<file path="src/rename_consts.svh">
`ifndef RENAME_CONSTS_SVH
`define RENAME_CONSTS_SVH

// Architectural register count of RV32I
`define RN_ARCH_REGS 32

// Reorder buffer slots, one dispatch credit each
`define RN_ROB_DEPTH 16

// One spare physical register per ROB slot
// so the free list never runs dry while credits remain
`define RN_PHYS_REGS 48

// Data word width
`define RN_XLEN 32

`endif
</file>
<file path="src/rename_pkg.sv">
`default_nettype none

`include "rename_consts.svh"

package rename_pkg;

    typedef logic [$clog2(`RN_ARCH_REGS)-1:0]   arch_idx_t;
    typedef logic [$clog2(`RN_PHYS_REGS)-1:0]   phys_idx_t;
    typedef logic [$clog2(`RN_ROB_DEPTH)-1:0]   rob_idx_t;
    // Needs to hold a full ROB worth of credits
    typedef logic [$clog2(`RN_ROB_DEPTH+1)-1:0] credit_cnt_t;
    typedef logic [`RN_XLEN-1:0]                xlen_t;

    typedef struct packed {
        logic      valid;
        arch_idx_t rs1;
        arch_idx_t rs2;
        arch_idx_t rd;
        logic      writes_rd;
    } disp_req_t;

    typedef struct packed {
        rob_idx_t  rob_idx;
        phys_idx_t prs1;
        phys_idx_t prs2;
        phys_idx_t prd;
        logic      rs1_ready;
        logic      rs2_ready;
    } disp_rsp_t;

    // Completion bus, one result per cycle
    typedef struct packed {
        logic      valid;
        rob_idx_t  rob_idx;
        phys_idx_t prd;
        xlen_t     data;
        logic      redirect;
    } cdb_t;

    typedef struct packed {
        logic      valid;
        arch_idx_t rd;
        logic      writes_rd;
        xlen_t     data;
        logic      redirect;
    } commit_t;

endpackage

`default_nettype wire

</file>
<file path="src/rename_core.sv">
`timescale 1ns/1ps
`default_nettype none

`include "rename_consts.svh"

module rename_core (
    input  logic                    clk,
    input  logic                    rst,
    input  rename_pkg::disp_req_t   i_disp,
    input  rename_pkg::cdb_t        i_cdb,
    output rename_pkg::disp_rsp_t   o_disp_rsp,
    output rename_pkg::commit_t     o_commit,
    output rename_pkg::credit_cnt_t o_credit_ret
);
    import rename_pkg::*;

    // Rename
    phys_idx_t rat_prs1;
    phys_idx_t rat_prs2;
    phys_idx_t rat_old_prd;
    phys_idx_t fl_head_preg;

    // ROB
    rob_idx_t  rob_idx;
    logic      rn_alloc;
    logic      commit_en;
    arch_idx_t commit_rd;
    phys_idx_t commit_prd;
    logic      free_push;
    phys_idx_t free_preg;
    logic      flush;

    // Retirement and readiness
    phys_idx_t rrf_map [`RN_ARCH_REGS];
    logic      rs1_ready;
    logic      rs2_ready;
    xlen_t     commit_data;

    assign o_disp_rsp.rob_idx   = rob_idx;
    assign o_disp_rsp.prs1      = rat_prs1;
    assign o_disp_rsp.prs2      = rat_prs2;
    assign o_disp_rsp.prd       = rn_alloc ? fl_head_preg : '0;
    assign o_disp_rsp.rs1_ready = rs1_ready;
    assign o_disp_rsp.rs2_ready = rs2_ready;

    rename_rat u_rat (
        .clk,
        .rst,
        .i_rs1       (i_disp.rs1),
        .i_rs2       (i_disp.rs2),
        .i_rd        (i_disp.rd),
        .i_rename_en (rn_alloc),
        .i_new_prd   (fl_head_preg),
        .i_flush     (flush),
        .i_rrf_map   (rrf_map),
        .o_prs1      (rat_prs1),
        .o_prs2      (rat_prs2),
        .o_old_prd   (rat_old_prd)
    );

    rename_free_list u_free_list (
        .clk,
        .rst,
        .i_pop       (rn_alloc),
        .i_push      (free_push),
        .i_push_preg (free_preg),
        .i_flush     (flush),
        .o_head_preg (fl_head_preg)
    );

    rename_rob u_rob (
        .clk,
        .rst,
        .i_disp        (i_disp),
        .i_new_prd     (fl_head_preg),
        .i_old_prd     (rat_old_prd),
        .i_cdb         (i_cdb),
        .i_commit_data (commit_data),
        .o_rob_idx     (rob_idx),
        .o_alloc       (rn_alloc),
        .o_commit_en   (commit_en),
        .o_commit_rd   (commit_rd),
        .o_commit_prd  (commit_prd),
        .o_free_push   (free_push),
        .o_free_preg   (free_preg),
        .o_flush       (flush),
        .o_commit      (o_commit),
        .o_credit_ret  (o_credit_ret)
    );

    rename_rrf u_rrf (
        .clk,
        .rst,
        .i_commit_en (commit_en),
        .i_rd        (commit_rd),
        .i_prd       (commit_prd),
        .o_map       (rrf_map)
    );

    rename_ready_table u_ready_table (
        .clk,
        .rst,
        .i_alloc      (rn_alloc),
        .i_alloc_preg (fl_head_preg),
        .i_prs1       (rat_prs1),
        .i_prs2       (rat_prs2),
        .i_cdb        (i_cdb),
        .i_flush      (flush),
        .o_rs1_ready  (rs1_ready),
        .o_rs2_ready  (rs2_ready)
    );

    // Commit data comes straight from the head's destination register
    rename_prf u_prf (
        .clk,
        .rst,
        .i_cdb     (i_cdb),
        .i_rd_preg (commit_prd),
        .o_rd_data (commit_data)
    );

endmodule

`default_nettype wire

</file>
<file path="src/rename_prf.sv">
`timescale 1ns/1ps
`default_nettype none

`include "rename_consts.svh"

module rename_prf (
    input  logic                  clk,
    input  logic                  rst,
    input  rename_pkg::cdb_t      i_cdb,
    input  rename_pkg::phys_idx_t i_rd_preg,
    output rename_pkg::xlen_t     o_rd_data
);
    import rename_pkg::*;

    xlen_t regs_q [`RN_PHYS_REGS];
    logic  wr_en;

    // No writes while in reset, and never to register 0
    assign wr_en = !rst && i_cdb.valid && (i_cdb.prd != '0);

    assign o_rd_data = (i_rd_preg == '0) ? '0 : regs_q[i_rd_preg];

    always_ff @(posedge clk) begin
        if (wr_en) begin
            regs_q[i_cdb.prd] <= i_cdb.data;
        end
    end

endmodule

`default_nettype wire

</file>
<file path="src/rename_ready_table.sv">
`timescale 1ns/1ps
`default_nettype none

`include "rename_consts.svh"

module rename_ready_table (
    input  logic                  clk,
    input  logic                  rst,
    input  logic                  i_alloc,
    input  rename_pkg::phys_idx_t i_alloc_preg,
    input  rename_pkg::phys_idx_t i_prs1,
    input  rename_pkg::phys_idx_t i_prs2,
    input  rename_pkg::cdb_t      i_cdb,
    input  logic                  i_flush,
    output logic                  o_rs1_ready,
    output logic                  o_rs2_ready
);
    import rename_pkg::*;

    logic [`RN_PHYS_REGS-1:0] ready_q;

    // Same cycle completion counts as ready
    assign o_rs1_ready = ready_q[i_prs1] || (i_cdb.valid && (i_cdb.prd == i_prs1));
    assign o_rs2_ready = ready_q[i_prs2] || (i_cdb.valid && (i_cdb.prd == i_prs2));

    always_ff @(posedge clk) begin
        if (rst || i_flush) begin
            // Everything left after a flush has been committed
            ready_q <= '1;
        end else begin
            if (i_cdb.valid) begin
                ready_q[i_cdb.prd] <= 1'b1;
            end
            // Register 0 stays ready
            if (i_alloc && (i_alloc_preg != '0)) begin
                ready_q[i_alloc_preg] <= 1'b0;
            end
        end
    end

endmodule

`default_nettype wire

</file>
<file path="src/rename_rrf.sv">
`timescale 1ns/1ps
`default_nettype none

`include "rename_consts.svh"

module rename_rrf (
    input  logic                  clk,
    input  logic                  rst,
    input  logic                  i_commit_en,
    input  rename_pkg::arch_idx_t i_rd,
    input  rename_pkg::phys_idx_t i_prd,
    output rename_pkg::phys_idx_t o_map [`RN_ARCH_REGS]
);
    import rename_pkg::*;

    phys_idx_t map_q [`RN_ARCH_REGS];

    // Forward the current commit so a flush restores an up to date map
    always_comb begin
        o_map = map_q;
        if (i_commit_en) begin
            o_map[i_rd] = i_prd;
        end
    end

    always_ff @(posedge clk) begin
        if (rst) begin
            for (int i = 0; i < `RN_ARCH_REGS; i++) begin
                map_q[i] <= phys_idx_t'(i);
            end
        end else if (i_commit_en) begin
            map_q[i_rd] <= i_prd;
        end
    end

endmodule

`default_nettype wire

</file>
<file path="src/rename_rob.sv">
`timescale 1ns/1ps
`default_nettype none

`include "rename_consts.svh"

module rename_rob (
    input  logic                    clk,
    input  logic                    rst,
    input  rename_pkg::disp_req_t   i_disp,
    input  rename_pkg::phys_idx_t   i_new_prd,
    input  rename_pkg::phys_idx_t   i_old_prd,
    input  rename_pkg::cdb_t        i_cdb,
    input  rename_pkg::xlen_t       i_commit_data,
    output rename_pkg::rob_idx_t    o_rob_idx,
    output logic                    o_alloc,
    output logic                    o_commit_en,
    output rename_pkg::arch_idx_t   o_commit_rd,
    output rename_pkg::phys_idx_t   o_commit_prd,
    output logic                    o_free_push,
    output rename_pkg::phys_idx_t   o_free_preg,
    output logic                    o_flush,
    output rename_pkg::commit_t     o_commit,
    output rename_pkg::credit_cnt_t o_credit_ret
);
    import rename_pkg::*;

    // Slot payload
    arch_idx_t rd_q      [`RN_ROB_DEPTH];
    logic      renames_q [`RN_ROB_DEPTH];
    phys_idx_t new_prd_q [`RN_ROB_DEPTH];
    phys_idx_t old_prd_q [`RN_ROB_DEPTH];

    // Slot status
    logic [`RN_ROB_DEPTH-1:0] done_q;
    logic [`RN_ROB_DEPTH-1:0] redirect_q;

    rob_idx_t    head;
    rob_idx_t    tail;
    credit_cnt_t count;

    logic disp_fire;
    logic head_done;

    // A dispatch alongside a redirect commit is dropped
    assign disp_fire = i_disp.valid && !o_flush;
    assign o_alloc   = disp_fire && i_disp.writes_rd && (i_disp.rd != '0);
    assign o_rob_idx = tail;

    assign head_done = (count != '0) && done_q[head];

    assign o_commit_en  = head_done && renames_q[head];
    assign o_commit_rd  = rd_q[head];
    assign o_commit_prd = new_prd_q[head];
    assign o_free_push  = o_commit_en;
    assign o_free_preg  = old_prd_q[head];
    assign o_flush      = head_done && redirect_q[head];

    always_comb begin
        o_commit.valid     = head_done;
        o_commit.rd        = rd_q[head];
        o_commit.writes_rd = renames_q[head];
        o_commit.data      = i_commit_data;
        o_commit.redirect  = redirect_q[head];
    end

    // Redirect hands back the slot itself plus everything younger
    always_comb begin
        if (!head_done) begin
            o_credit_ret = '0;
        end else if (o_flush) begin
            o_credit_ret = count;
        end else begin
            o_credit_ret = credit_cnt_t'(1);
        end
    end

    always_ff @(posedge clk) begin
        if (disp_fire) begin
            rd_q[tail]      <= i_disp.rd;
            renames_q[tail] <= o_alloc;
            new_prd_q[tail] <= o_alloc ? i_new_prd : '0;
            old_prd_q[tail] <= i_old_prd;
        end
    end

    always_ff @(posedge clk) begin
        if (rst) begin
            done_q     <= '0;
            redirect_q <= '0;
        end else begin
            if (i_cdb.valid) begin
                done_q[i_cdb.rob_idx]     <= 1'b1;
                redirect_q[i_cdb.rob_idx] <= i_cdb.redirect;
            end
            if (disp_fire) begin
                done_q[tail]     <= 1'b0;
                redirect_q[tail] <= 1'b0;
            end
        end
    end

    always_ff @(posedge clk) begin
        if (rst || o_flush) begin
            head  <= '0;
            tail  <= '0;
            count <= '0;
        end else begin
            if (disp_fire) begin
                tail <= tail + 1'b1;
            end
            if (head_done) begin
                head <= head + 1'b1;
            end
            count <= count + credit_cnt_t'(disp_fire) - credit_cnt_t'(head_done);
        end
    end

endmodule

`default_nettype wire

</file>
<file path="src/rename_free_list.sv">
`timescale 1ns/1ps
`default_nettype none

`include "rename_consts.svh"

module rename_free_list (
    input  logic                  clk,
    input  logic                  rst,
    input  logic                  i_pop,
    input  logic                  i_push,
    input  rename_pkg::phys_idx_t i_push_preg,
    input  logic                  i_flush,
    output rename_pkg::phys_idx_t o_head_preg
);
    import rename_pkg::*;

    localparam int PTR_W = $clog2(`RN_ROB_DEPTH);

    phys_idx_t        fifo_q [`RN_ROB_DEPTH];
    logic [PTR_W-1:0] rd_ptr;
    logic [PTR_W-1:0] wr_ptr;
    logic [PTR_W-1:0] wr_ptr_nxt;

    assign o_head_preg = fifo_q[rd_ptr];
    assign wr_ptr_nxt  = i_push ? wr_ptr + 1'b1 : wr_ptr;

    always_ff @(posedge clk) begin
        if (rst) begin
            // Starts full with the registers beyond the identity map
            for (int i = 0; i < `RN_ROB_DEPTH; i++) begin
                fifo_q[i] <= phys_idx_t'(`RN_ARCH_REGS + i);
            end
        end else if (i_push) begin
            fifo_q[wr_ptr] <= i_push_preg;
        end
    end

    always_ff @(posedge clk) begin
        if (rst) begin
            rd_ptr <= '0;
            wr_ptr <= '0;
        end else begin
            wr_ptr <= wr_ptr_nxt;
            if (i_flush) begin
                // Slots between the pointers still hold the registers
                // popped by the squashed instructions, so the queue is full again
                rd_ptr <= wr_ptr_nxt;
            end else if (i_pop) begin
                rd_ptr <= rd_ptr + 1'b1;
            end
        end
    end

endmodule

`default_nettype wire

</file>
<file path="src/rename_rat.sv">
`timescale 1ns/1ps
`default_nettype none

`include "rename_consts.svh"

module rename_rat (
    input  logic                clk,
    input  logic                rst,
    input  rename_pkg::arch_idx_t i_rs1,
    input  rename_pkg::arch_idx_t i_rs2,
    input  rename_pkg::arch_idx_t i_rd,
    input  logic                i_rename_en,
    input  rename_pkg::phys_idx_t i_new_prd,
    input  logic                i_flush,
    input  rename_pkg::phys_idx_t i_rrf_map [`RN_ARCH_REGS],
    output rename_pkg::phys_idx_t o_prs1,
    output rename_pkg::phys_idx_t o_prs2,
    output rename_pkg::phys_idx_t o_old_prd
);
    import rename_pkg::*;

    phys_idx_t map_q [`RN_ARCH_REGS];

    // Lookups see the map before this cycle's update,
    // so a source that matches rd gets the old mapping
    assign o_prs1    = map_q[i_rs1];
    assign o_prs2    = map_q[i_rs2];
    assign o_old_prd = map_q[i_rd];

    always_ff @(posedge clk) begin
        if (rst) begin
            for (int i = 0; i < `RN_ARCH_REGS; i++) begin
                map_q[i] <= phys_idx_t'(i);
            end
        end else if (i_flush) begin
            // Roll back to the committed map
            map_q <= i_rrf_map;
        end else if (i_rename_en) begin
            map_q[i_rd] <= i_new_prd;
        end
    end

endmodule

`default_nettype wire

</file>
<file path="config.mk">
export PLATFORM = sky130hd
export DESIGN_NAME = rename_core
export DESIGN_NICKNAME = d
export VERILOG_FILES = /design/src/rename_pkg.sv /design/src/rename_core.sv /design/src/rename_prf.sv /design/src/rename_ready_table.sv /design/src/rename_rrf.sv /design/src/rename_rob.sv /design/src/rename_free_list.sv /design/src/rename_rat.sv
export VERILOG_INCLUDE_DIRS = /design/src
export SDC_FILE = /design/constraint.sdc
export NUM_CORES = 2
export LEC_CHECK = 0
export BUFFER_PORTS_ARGS = -buffer_cell sky130_fd_sc_hd__buf_2
export CAP_MARGIN = 20
export CORE_ASPECT_RATIO = 1.2
export CORE_MARGIN = 2
export CORE_UTILIZATION = 40
export DETAILED_ROUTE_END_ITERATION = 6
export HOLD_SLACK_MARGIN = 0.08
export PLACE_DENSITY = 0.6
export SLEW_MARGIN = 40
export SYNTH_ARGS = -nofsm -noshare
export SYNTH_HDL_FRONTEND = slang
export SYNTH_SLANG_ARGS = --single-unit
</file>
<file path="constraint.sdc">
create_clock -name clk -period 4.2 [get_ports clk]
set_input_delay 0.42 -clock clk [delete_from_list [all_inputs] [get_ports clk]]
set_output_delay 0.42 -clock clk [all_outputs]
set_load 0.005 [all_outputs]
</file>
Word-level counts from Yosys, hierarchy flattened
Memories as Yosys holds them, arrays and structs flattened. A register that Yosys moved wholly into a read port is not among the register bits.
Cells that the tools add are included.
{"block": "totals", "reg_bits": 485, "latch_bits": 0, "ramBits": 1920, "rom_bits": 0, "input_bits": 63, "output_inout_bits": 69, "elab_cells": 216, "n_memories": 6}
{"memory": "u_prf.regs_q", "depth": 48, "word_bits": 32, "read_ports": 1, "rd_clocked_by_memory_dff": 0, "wr": 1, "line": "rename_prf.sv:15", "source": "xlen_t regs_q [`RN_PHYS_REGS];"}
{"memory": "u_free_list.fifo_q", "depth": 16, "word_bits": 6, "read_ports": 1, "rd_clocked_by_memory_dff": 1, "wr": 16, "line": "rename_free_list.sv:19", "source": "phys_idx_t fifo_q [`RN_ROB_DEPTH];"}
{"memory": "u_rob.new_prd_q", "depth": 16, "word_bits": 6, "read_ports": 1, "rd_clocked_by_memory_dff": 1, "wr": 1, "line": "rename_rob.sv:30", "source": "phys_idx_t new_prd_q [`RN_ROB_DEPTH];"}
{"memory": "u_rob.old_prd_q", "depth": 16, "word_bits": 6, "read_ports": 1, "rd_clocked_by_memory_dff": 1, "wr": 1, "line": "rename_rob.sv:31", "source": "phys_idx_t old_prd_q [`RN_ROB_DEPTH];"}
{"memory": "u_rob.rd_q", "depth": 16, "word_bits": 5, "read_ports": 1, "rd_clocked_by_memory_dff": 1, "wr": 1, "line": "rename_rob.sv:28", "source": "arch_idx_t rd_q [`RN_ROB_DEPTH];"}
{"memory": "u_rob.renames_q", "depth": 16, "word_bits": 1, "read_ports": 1, "rd_clocked_by_memory_dff": 1, "wr": 1, "line": "rename_rob.sv:29", "source": "logic renames_q [`RN_ROB_DEPTH];"}
{"block": "classes", "addsub": 6, "mul": 0, "n_div": 0, "n_lt_le_gt_ge": 17, "eq_ne": 2, "n_shift": 0, "muxes": 73, "bitwise": 11, "reduce_logical": 29}
{"operator": "192-bit two-way mux", "count": 3}
{"operator": "192-bit bitwise mux", "count": 2}
{"operator": "48-bit two-way mux", "count": 3}
{"operator": "16-bit two-way mux", "count": 6}
{"operator": "6-bit binary-select mux with 5-bit select", "count": 3}
{"operator": "6-bit demux with 5-bit select", "count": 2}
{"operator": "6-bit two-way mux", "count": 10}
{"operator": "4-bit two-way mux", "count": 14}
{"operator": "48-bit AND", "count": 1}
{"operator": "48-bit inverter", "count": 1}
{"operator": "48-bit OR", "count": 1}
{"operator": "16-bit AND", "count": 2}
{"operator": "32-bit two-way mux", "count": 1}
{"operator": "6-bit by 7-bit < comparator with 1-bit output (second input constant)", "count": 4}
{"operator": "6-bit greater-or-equal comparator (second input constant)", "count": 4}
{"operator": "5-bit inverter with 6-bit output", "count": 4}
{"operator": "1-bit two-way mux", "count": 18}
{"operator": "1-bit logical AND", "count": 17}
{"operator": "4-bit by 1-bit adder with 4-bit output (second input constant)", "count": 4}
{"operator": "16-bit bitwise mux", "count": 1}
{"operator": "16-bit inverter", "count": 1}
{"operator": "16-bit OR", "count": 1}
{"operator": "4-bit by 5-bit < comparator with 1-bit output (second input constant)", "count": 3}
{"operator": "1-bit binary-select mux with 6-bit select", "count": 2}
{"operator": "other kinds (17)", "count": 30}

Longest topological paths before layout
{"block": "logic_depth", "ltp_word": 12, "ltp_mapped": 17, "depth_no_buf": 15}

By module
From an unflattened synthesis, not the netlist that was laid out.
{"block": "hier_totals", "cells_unflattened": 6490, "area_unflattened_um2": 104572.8}
{"mod": "rename_prf", "instances": 1, "cells_per_inst": 2730, "area_per_inst_um2": 59020.4, "seq_area_each_um2": 46124.2}
{"mod": "rename_rat", "instances": 1, "cells_per_inst": 1388, "area_per_inst_um2": 13945.9, "seq_area_each_um2": 3843.7}
{"mod": "rename_rob", "instances": 1, "cells_per_inst": 746, "area_per_inst_um2": 13855.8, "seq_area_each_um2": 9629.2}
{"mod": "rename_rrf", "instances": 1, "cells_per_inst": 917, "area_per_inst_um2": 9730.6, "seq_area_each_um2": 3843.7}
{"mod": "rename_free_list", "instances": 1, "cells_per_inst": 353, "area_per_inst_um2": 4934.7, "seq_area_each_um2": 3123.0}
{"mod": "rename_ready_table", "instances": 1, "cells_per_inst": 348, "area_per_inst_um2": 3032.9, "seq_area_each_um2": 960.9}
{"mod": "rename_core", "instances": 1, "cells_per_inst": 8, "area_per_inst_um2": 52.6, "seq_area_each_um2": 0.0}

Worst setup path before layout
No wires, ideal clock.
{"block": "synth_path", "path_kind": "register to register", "startpoint": "register u_rob.head[0]", "endpoint": "memory u_rob.new_prd_q[0][0] (netlist bit) (enable)", "setup_time_ns": 0.446, "arrival_ns": 3.850, "required_ns": 3.754, "path_slack_ns": -0.096, "path_stages_with_launch": 8, "path_buffers": 1, "period_less_slack_ns": 4.296, "cell_sequence": "dfxtp_1 -> buf_4 -> mux4_2 -> mux2_2 -> and3_1 -> o21bai_1 -> nand2_1 -> nor4_1"}
{"block": "synth_between", "elab_chain_len": 8, "word_cells_on_any_way": 10, "cone_classes": "6 x mux; 4 x reduce/logical"}
{"element": "start: declaration", "line": "rename_rob.sv:37", "source": "rob_idx_t head;"}
{"element": "start signal: assignment", "line": "rename_rob.sv:112", "source": "head <= head + 1'b1;"}
{"element": "1-bit binary-select mux with 4-bit select", "line": "rename_rob.sv:49", "source": "assign head_done = (count != '0) && done_q[head];"}
{"element": "1-bit two-way mux (not written as such)", "line": "rename_rob.sv:49"}
{"element": "1-bit logical AND", "line": "rename_rob.sv:49"}
{"element": "1-bit logical AND *", "line": "rename_rob.sv:56", "source": "assign o_flush = head_done && redirect_q[head];"}
{"element": "1-bit logical NOT *", "line": "rename_rob.sv:45", "source": "assign disp_fire = i_disp.valid && !o_flush;"}
{"element": "1-bit logical AND *", "line": "rename_rob.sv:45"}
{"element": "1-bit two-way mux *", "line": "rename_rob.sv:78", "source": "if (disp_fire) begin"}
{"element": "1-bit two-way mux *", "line": "rename_rob.sv:81", "source": "new_prd_q[tail] <= o_alloc ? i_new_prd : '0;"}
{"element": "end: declaration", "line": "rename_rob.sv:30"}
Every way passes the cells marked *; elsewhere a longest branch is shown, timed or not. The select of a mux whose other input is x is not followed.

==> results.yml <==
floorplan:
  initial_core_util: 0.4023
  die_area_um2: 252700
  rows: 200
  die_w_um: 459.2
  die_h_um: 550.3
  ios: 132
  core_um2: 247200
global_routing:
  grt_pass1_wl_mm: 436.1
  grt_use_total: 0.2388
  grt-ovfl-total: 0
  grt_pass1_vias: 59860
  grt_antenna_before_repair: 24
  grt_max_degree: 105
setup_path:
  crit_slowest_cell: "mux4_4"
  r2r-end: "u_rat.map_q[35]$_SDFFE_PP0P_"
  required_ns: 3.78
  path_class: "flip-flop to output pin"
  crit_path_end: "o_commit[2]"
  reg2reg_depth: 13
  timing.critical_path.buf_inv: 6
  cpPeakStageDelay_ns: 0.68
  r2r_start: "u_rob.head[0]$_SDFFE_PP0P_"
  cp-start-kind: "flip-flop"
  path_depth: 13
  crit_chain: "mux4_2 > mux4_4 > buf_16 > buf_16 > buf_16 > buf_8 > buf_12 > mux4_2 > nand2_2 > nand3_2 > nand4_1 > nor3_4 > buf_2"
  cp_max_fo: 7
  reg2reg_slack_ns: 0.20
  crit_top_cell: "buf_16"
  crit_family: "multiplexers"
  crit_arrival_ns: 4.53
  end_kind: "output pin"
routing:
  via_per_inst: 5.939
  drt_first_pass_iters: 6
  drtAntennaViolNets: 0
  dr.first_iter.drc_count: 6637
  num_vias: 59790
  totalWireLength_mm: 306.5
  drc: 0
  wl_per_cell_um: 30.45
synthesis:
  synth_edf_count: 1920
  ys_async_sr_fraction: 0
  postSynthAreaPerCell_um2: 16.36
  ys_ff_latch: 2413
  ys_warn_count: 0
  synth_cell_type_count: 77
  synth_ff_type: "edfxtp_1"
  synth_area_um2: 99470
  synth_cells: 6082
  yosysSeqAreaShare: 0.6788
clock_tree:
  clk_transition_reported_paths_ns: 0.07
  cts_max_level: 4
  cts_buffer_depth: 4
  clock_sinks: 2413
  cts-root-buf: "clkbuf_16"
  insertion_delay_ns: 0.89
  tritoncts: "done"
  cts_buffers: 240
cells_and_area:
  nets: 6712
  drive_gt1_frac: 0.2945
  syn_to_final_growth_pct: 18.92
  final_cells: 10070
  layout_commonest_cell: "edfxtp_1"
  final_cell_mix: "1920 x edfxtp_1, 650 x mux4_2, 476 x dfxtp_1, 469 x nand2_1, 459 x nor2_1"
  multi_input_area_um2: 31620
  seq_area_um2: 67560
  n_fill_cell: 20770
timing:
  max-slew-margin-rel: 0.4122
  rsz0062_at_grt: "true"
  setup_viol: 33
  fin_skew_ns: 0.08805
  tightest_slew_ns: 0.8818
  hold_viol_final: 0
  fmax_mhz: 201.8
  timing.final.ws_setup_ns: -0.7546
  min_period_over_period: 1.180
  period_minus_slack_ns: 4.955
  finalMaxSlewViolations: 0
min_path:
  hold_class: "input port to flip-flop"
  min_from: "i_cdb[26]"
place:
  dpl.hpwl_mm: 185.4
  io_buffer_count: 131
  placed_cells: 9484
  place.gp.congestion: 0.9224
power:
  ir_drop_v: 0.0004054
  cellPowerDensity_nw_per_um2: 439.1
  p_leak_nw: 39.02
  p_total_mw: 51.94
outcome:
  status: "complete, but fails checks"
  violations: "setup timing"
job:
  drv_cap: 0
-- how the worst min path moves through the flow --
| stage | depth (start not counted) | slack (ns) | endpoint |
|---|---|---|---|
| global placement | 2 | 0.44 | u_rrf.map_q[158]$_SDFF_PP1_ |
| detailed placement | 2 | 0.45 | u_rrf.map_q[158]$_SDFF_PP1_ |
| global route | 1 | 0.14 | u_prf.regs_q[43][17]$_DFFE_PP_ |
| CTS | 1 | 0.08 | u_prf.regs_q[6][27]$_DFFE_PP_ |
| finish | 1 | 0.14 | u_prf.regs_q[34][25]$_DFFE_PP_ |
| floorplan | 2 | 0.43 | u_rrf.map_q[158]$_SDFF_PP1_ |
-- sequential cells by signal, summed over array words and instances, names as in the netlist, named ones only --
name / count
u_ready_table.ready_q: 48
u_rob.renames_q: 16
u_free_list.wr_ptr: 4
u_rob.o_rob_idx: 4
u_prf.regs_q: 1536
u_rob.head: 4
u_rob.done_q: 16
u_rat.map_q: 192
u_rob.rd_q: 80
u_rob.old_prd_q: 96
u_rob.redirect_q: 16
u_rob.count: 5
u_rob.new_prd_q: 96
u_rrf.map_q: 192
u_free_list.rd_ptr: 4
u_free_list.fifo_q: 96
-- cell families after synthesis --
kind of cell,synth area share
xor gates and xnor gates,0.002377
other,0.00003770
DFF,0.6788
muxes,0.1884
and+or+nand+nor,0.06767
adders and majority gates,0.002214
buffers and inverters,0.01933
AOI/OAI and AO/OA,0.04113
-- synthesized netlist by cell type (all sizes together), types with 9 or more instances --
cell type / instances / share of area
a22oi: 45 / 0.0034
and2: 58 / 0.0036
nor2b: 44 / 0.0028
nor4: 15 / 0.0010
a2bb2oi: 23 / 0.0020
a221oi: 14 / 0.0012
a21o: 13 / 0.00098
and3: 26 / 0.0016
mux2: 44 / 0.0050
xnor2: 14 / 0.0012
nand4: 39 / 0.0025
nand2: 494 / 0.019
o221ai: 9 / 0.00079
mux4: 651 / 0.15
nor3: 86 / 0.0044
a221o: 14 / 0.0014
o2bb2ai: 23 / 0.0020
nand2b: 16 / 0.0010
o21ai: 128 / 0.0065
edfxtp: 1920 / 0.58
o22ai: 14 / 0.00088
inv: 39 / 0.0015
dfxtp: 493 / 0.099
a22o: 10 / 0.00088
clkbuf: 230 / 0.0087
ha: 16 / 0.0020
a21oi: 107 / 0.0054
nand3: 153 / 0.0078
mux2i: 358 / 0.036
xor2: 13 / 0.0011
a211oi: 103 / 0.0079
nor2: 557 / 0.022
a32oi: 34 / 0.0030
buf: 188 / 0.0091
-- power by group --
group / internal [mW] / switching (mW) / total (mW)
sequential: 25.9 / 0.0656 / 26.0
clock: 11.9 / 9.19 / 21.1
combinational: 2.02 / 2.83 / 4.85
-- metrics by stage --
stage	hold WS [ns]	TNS, ns	worst slack, ns	utilization	instance area [um2]
6_report	0.1410	-19.47	-0.7546	0.4785	118300
5_1_grt	0.1396	-23.48	-0.8347	0.4784	118300
4_1_cts	0.08138	-21.70	-0.8270	0.4746	117300
3_5_place_dp	0.4468	-0.2940	-0.1371	0.4342	107300
3_3_place_gp	0.4368	-0.7441	-0.2898	0.4341	107300
2_1_floorplan	0.4280	-6.898	-0.09580	-	99590
-- per-layer routing --
layer	GRT usage	part of all wire
met5	0	0.000042
met4	0.08709	0.041
met3	0.03700	0.073
met2	0.4136	0.51
met1	0.3037	0.38
-- cell type report --
class	instances	share of cell area
clock inverters	129	0.009678
flip-flops and latches	2413	0.5711
well taps	3232	0.03419
multi-input cells	3242	0.2673
clock buffers	307	0.05455
diodes	9	0.0001904
inverters	40	0.001343
repair buffers	695	0.06164
-- what timing repair did --
action	in CTS	in global routing
gates cloned	22	7
endpoints found under the hold margin	310	429
endpoints found under the setup margin	42	40
pin swaps	92	73
hold buffers	24	12
buffers inserted	66	25
resized for setup	275	128
Power figures use the tool's default switching activity.
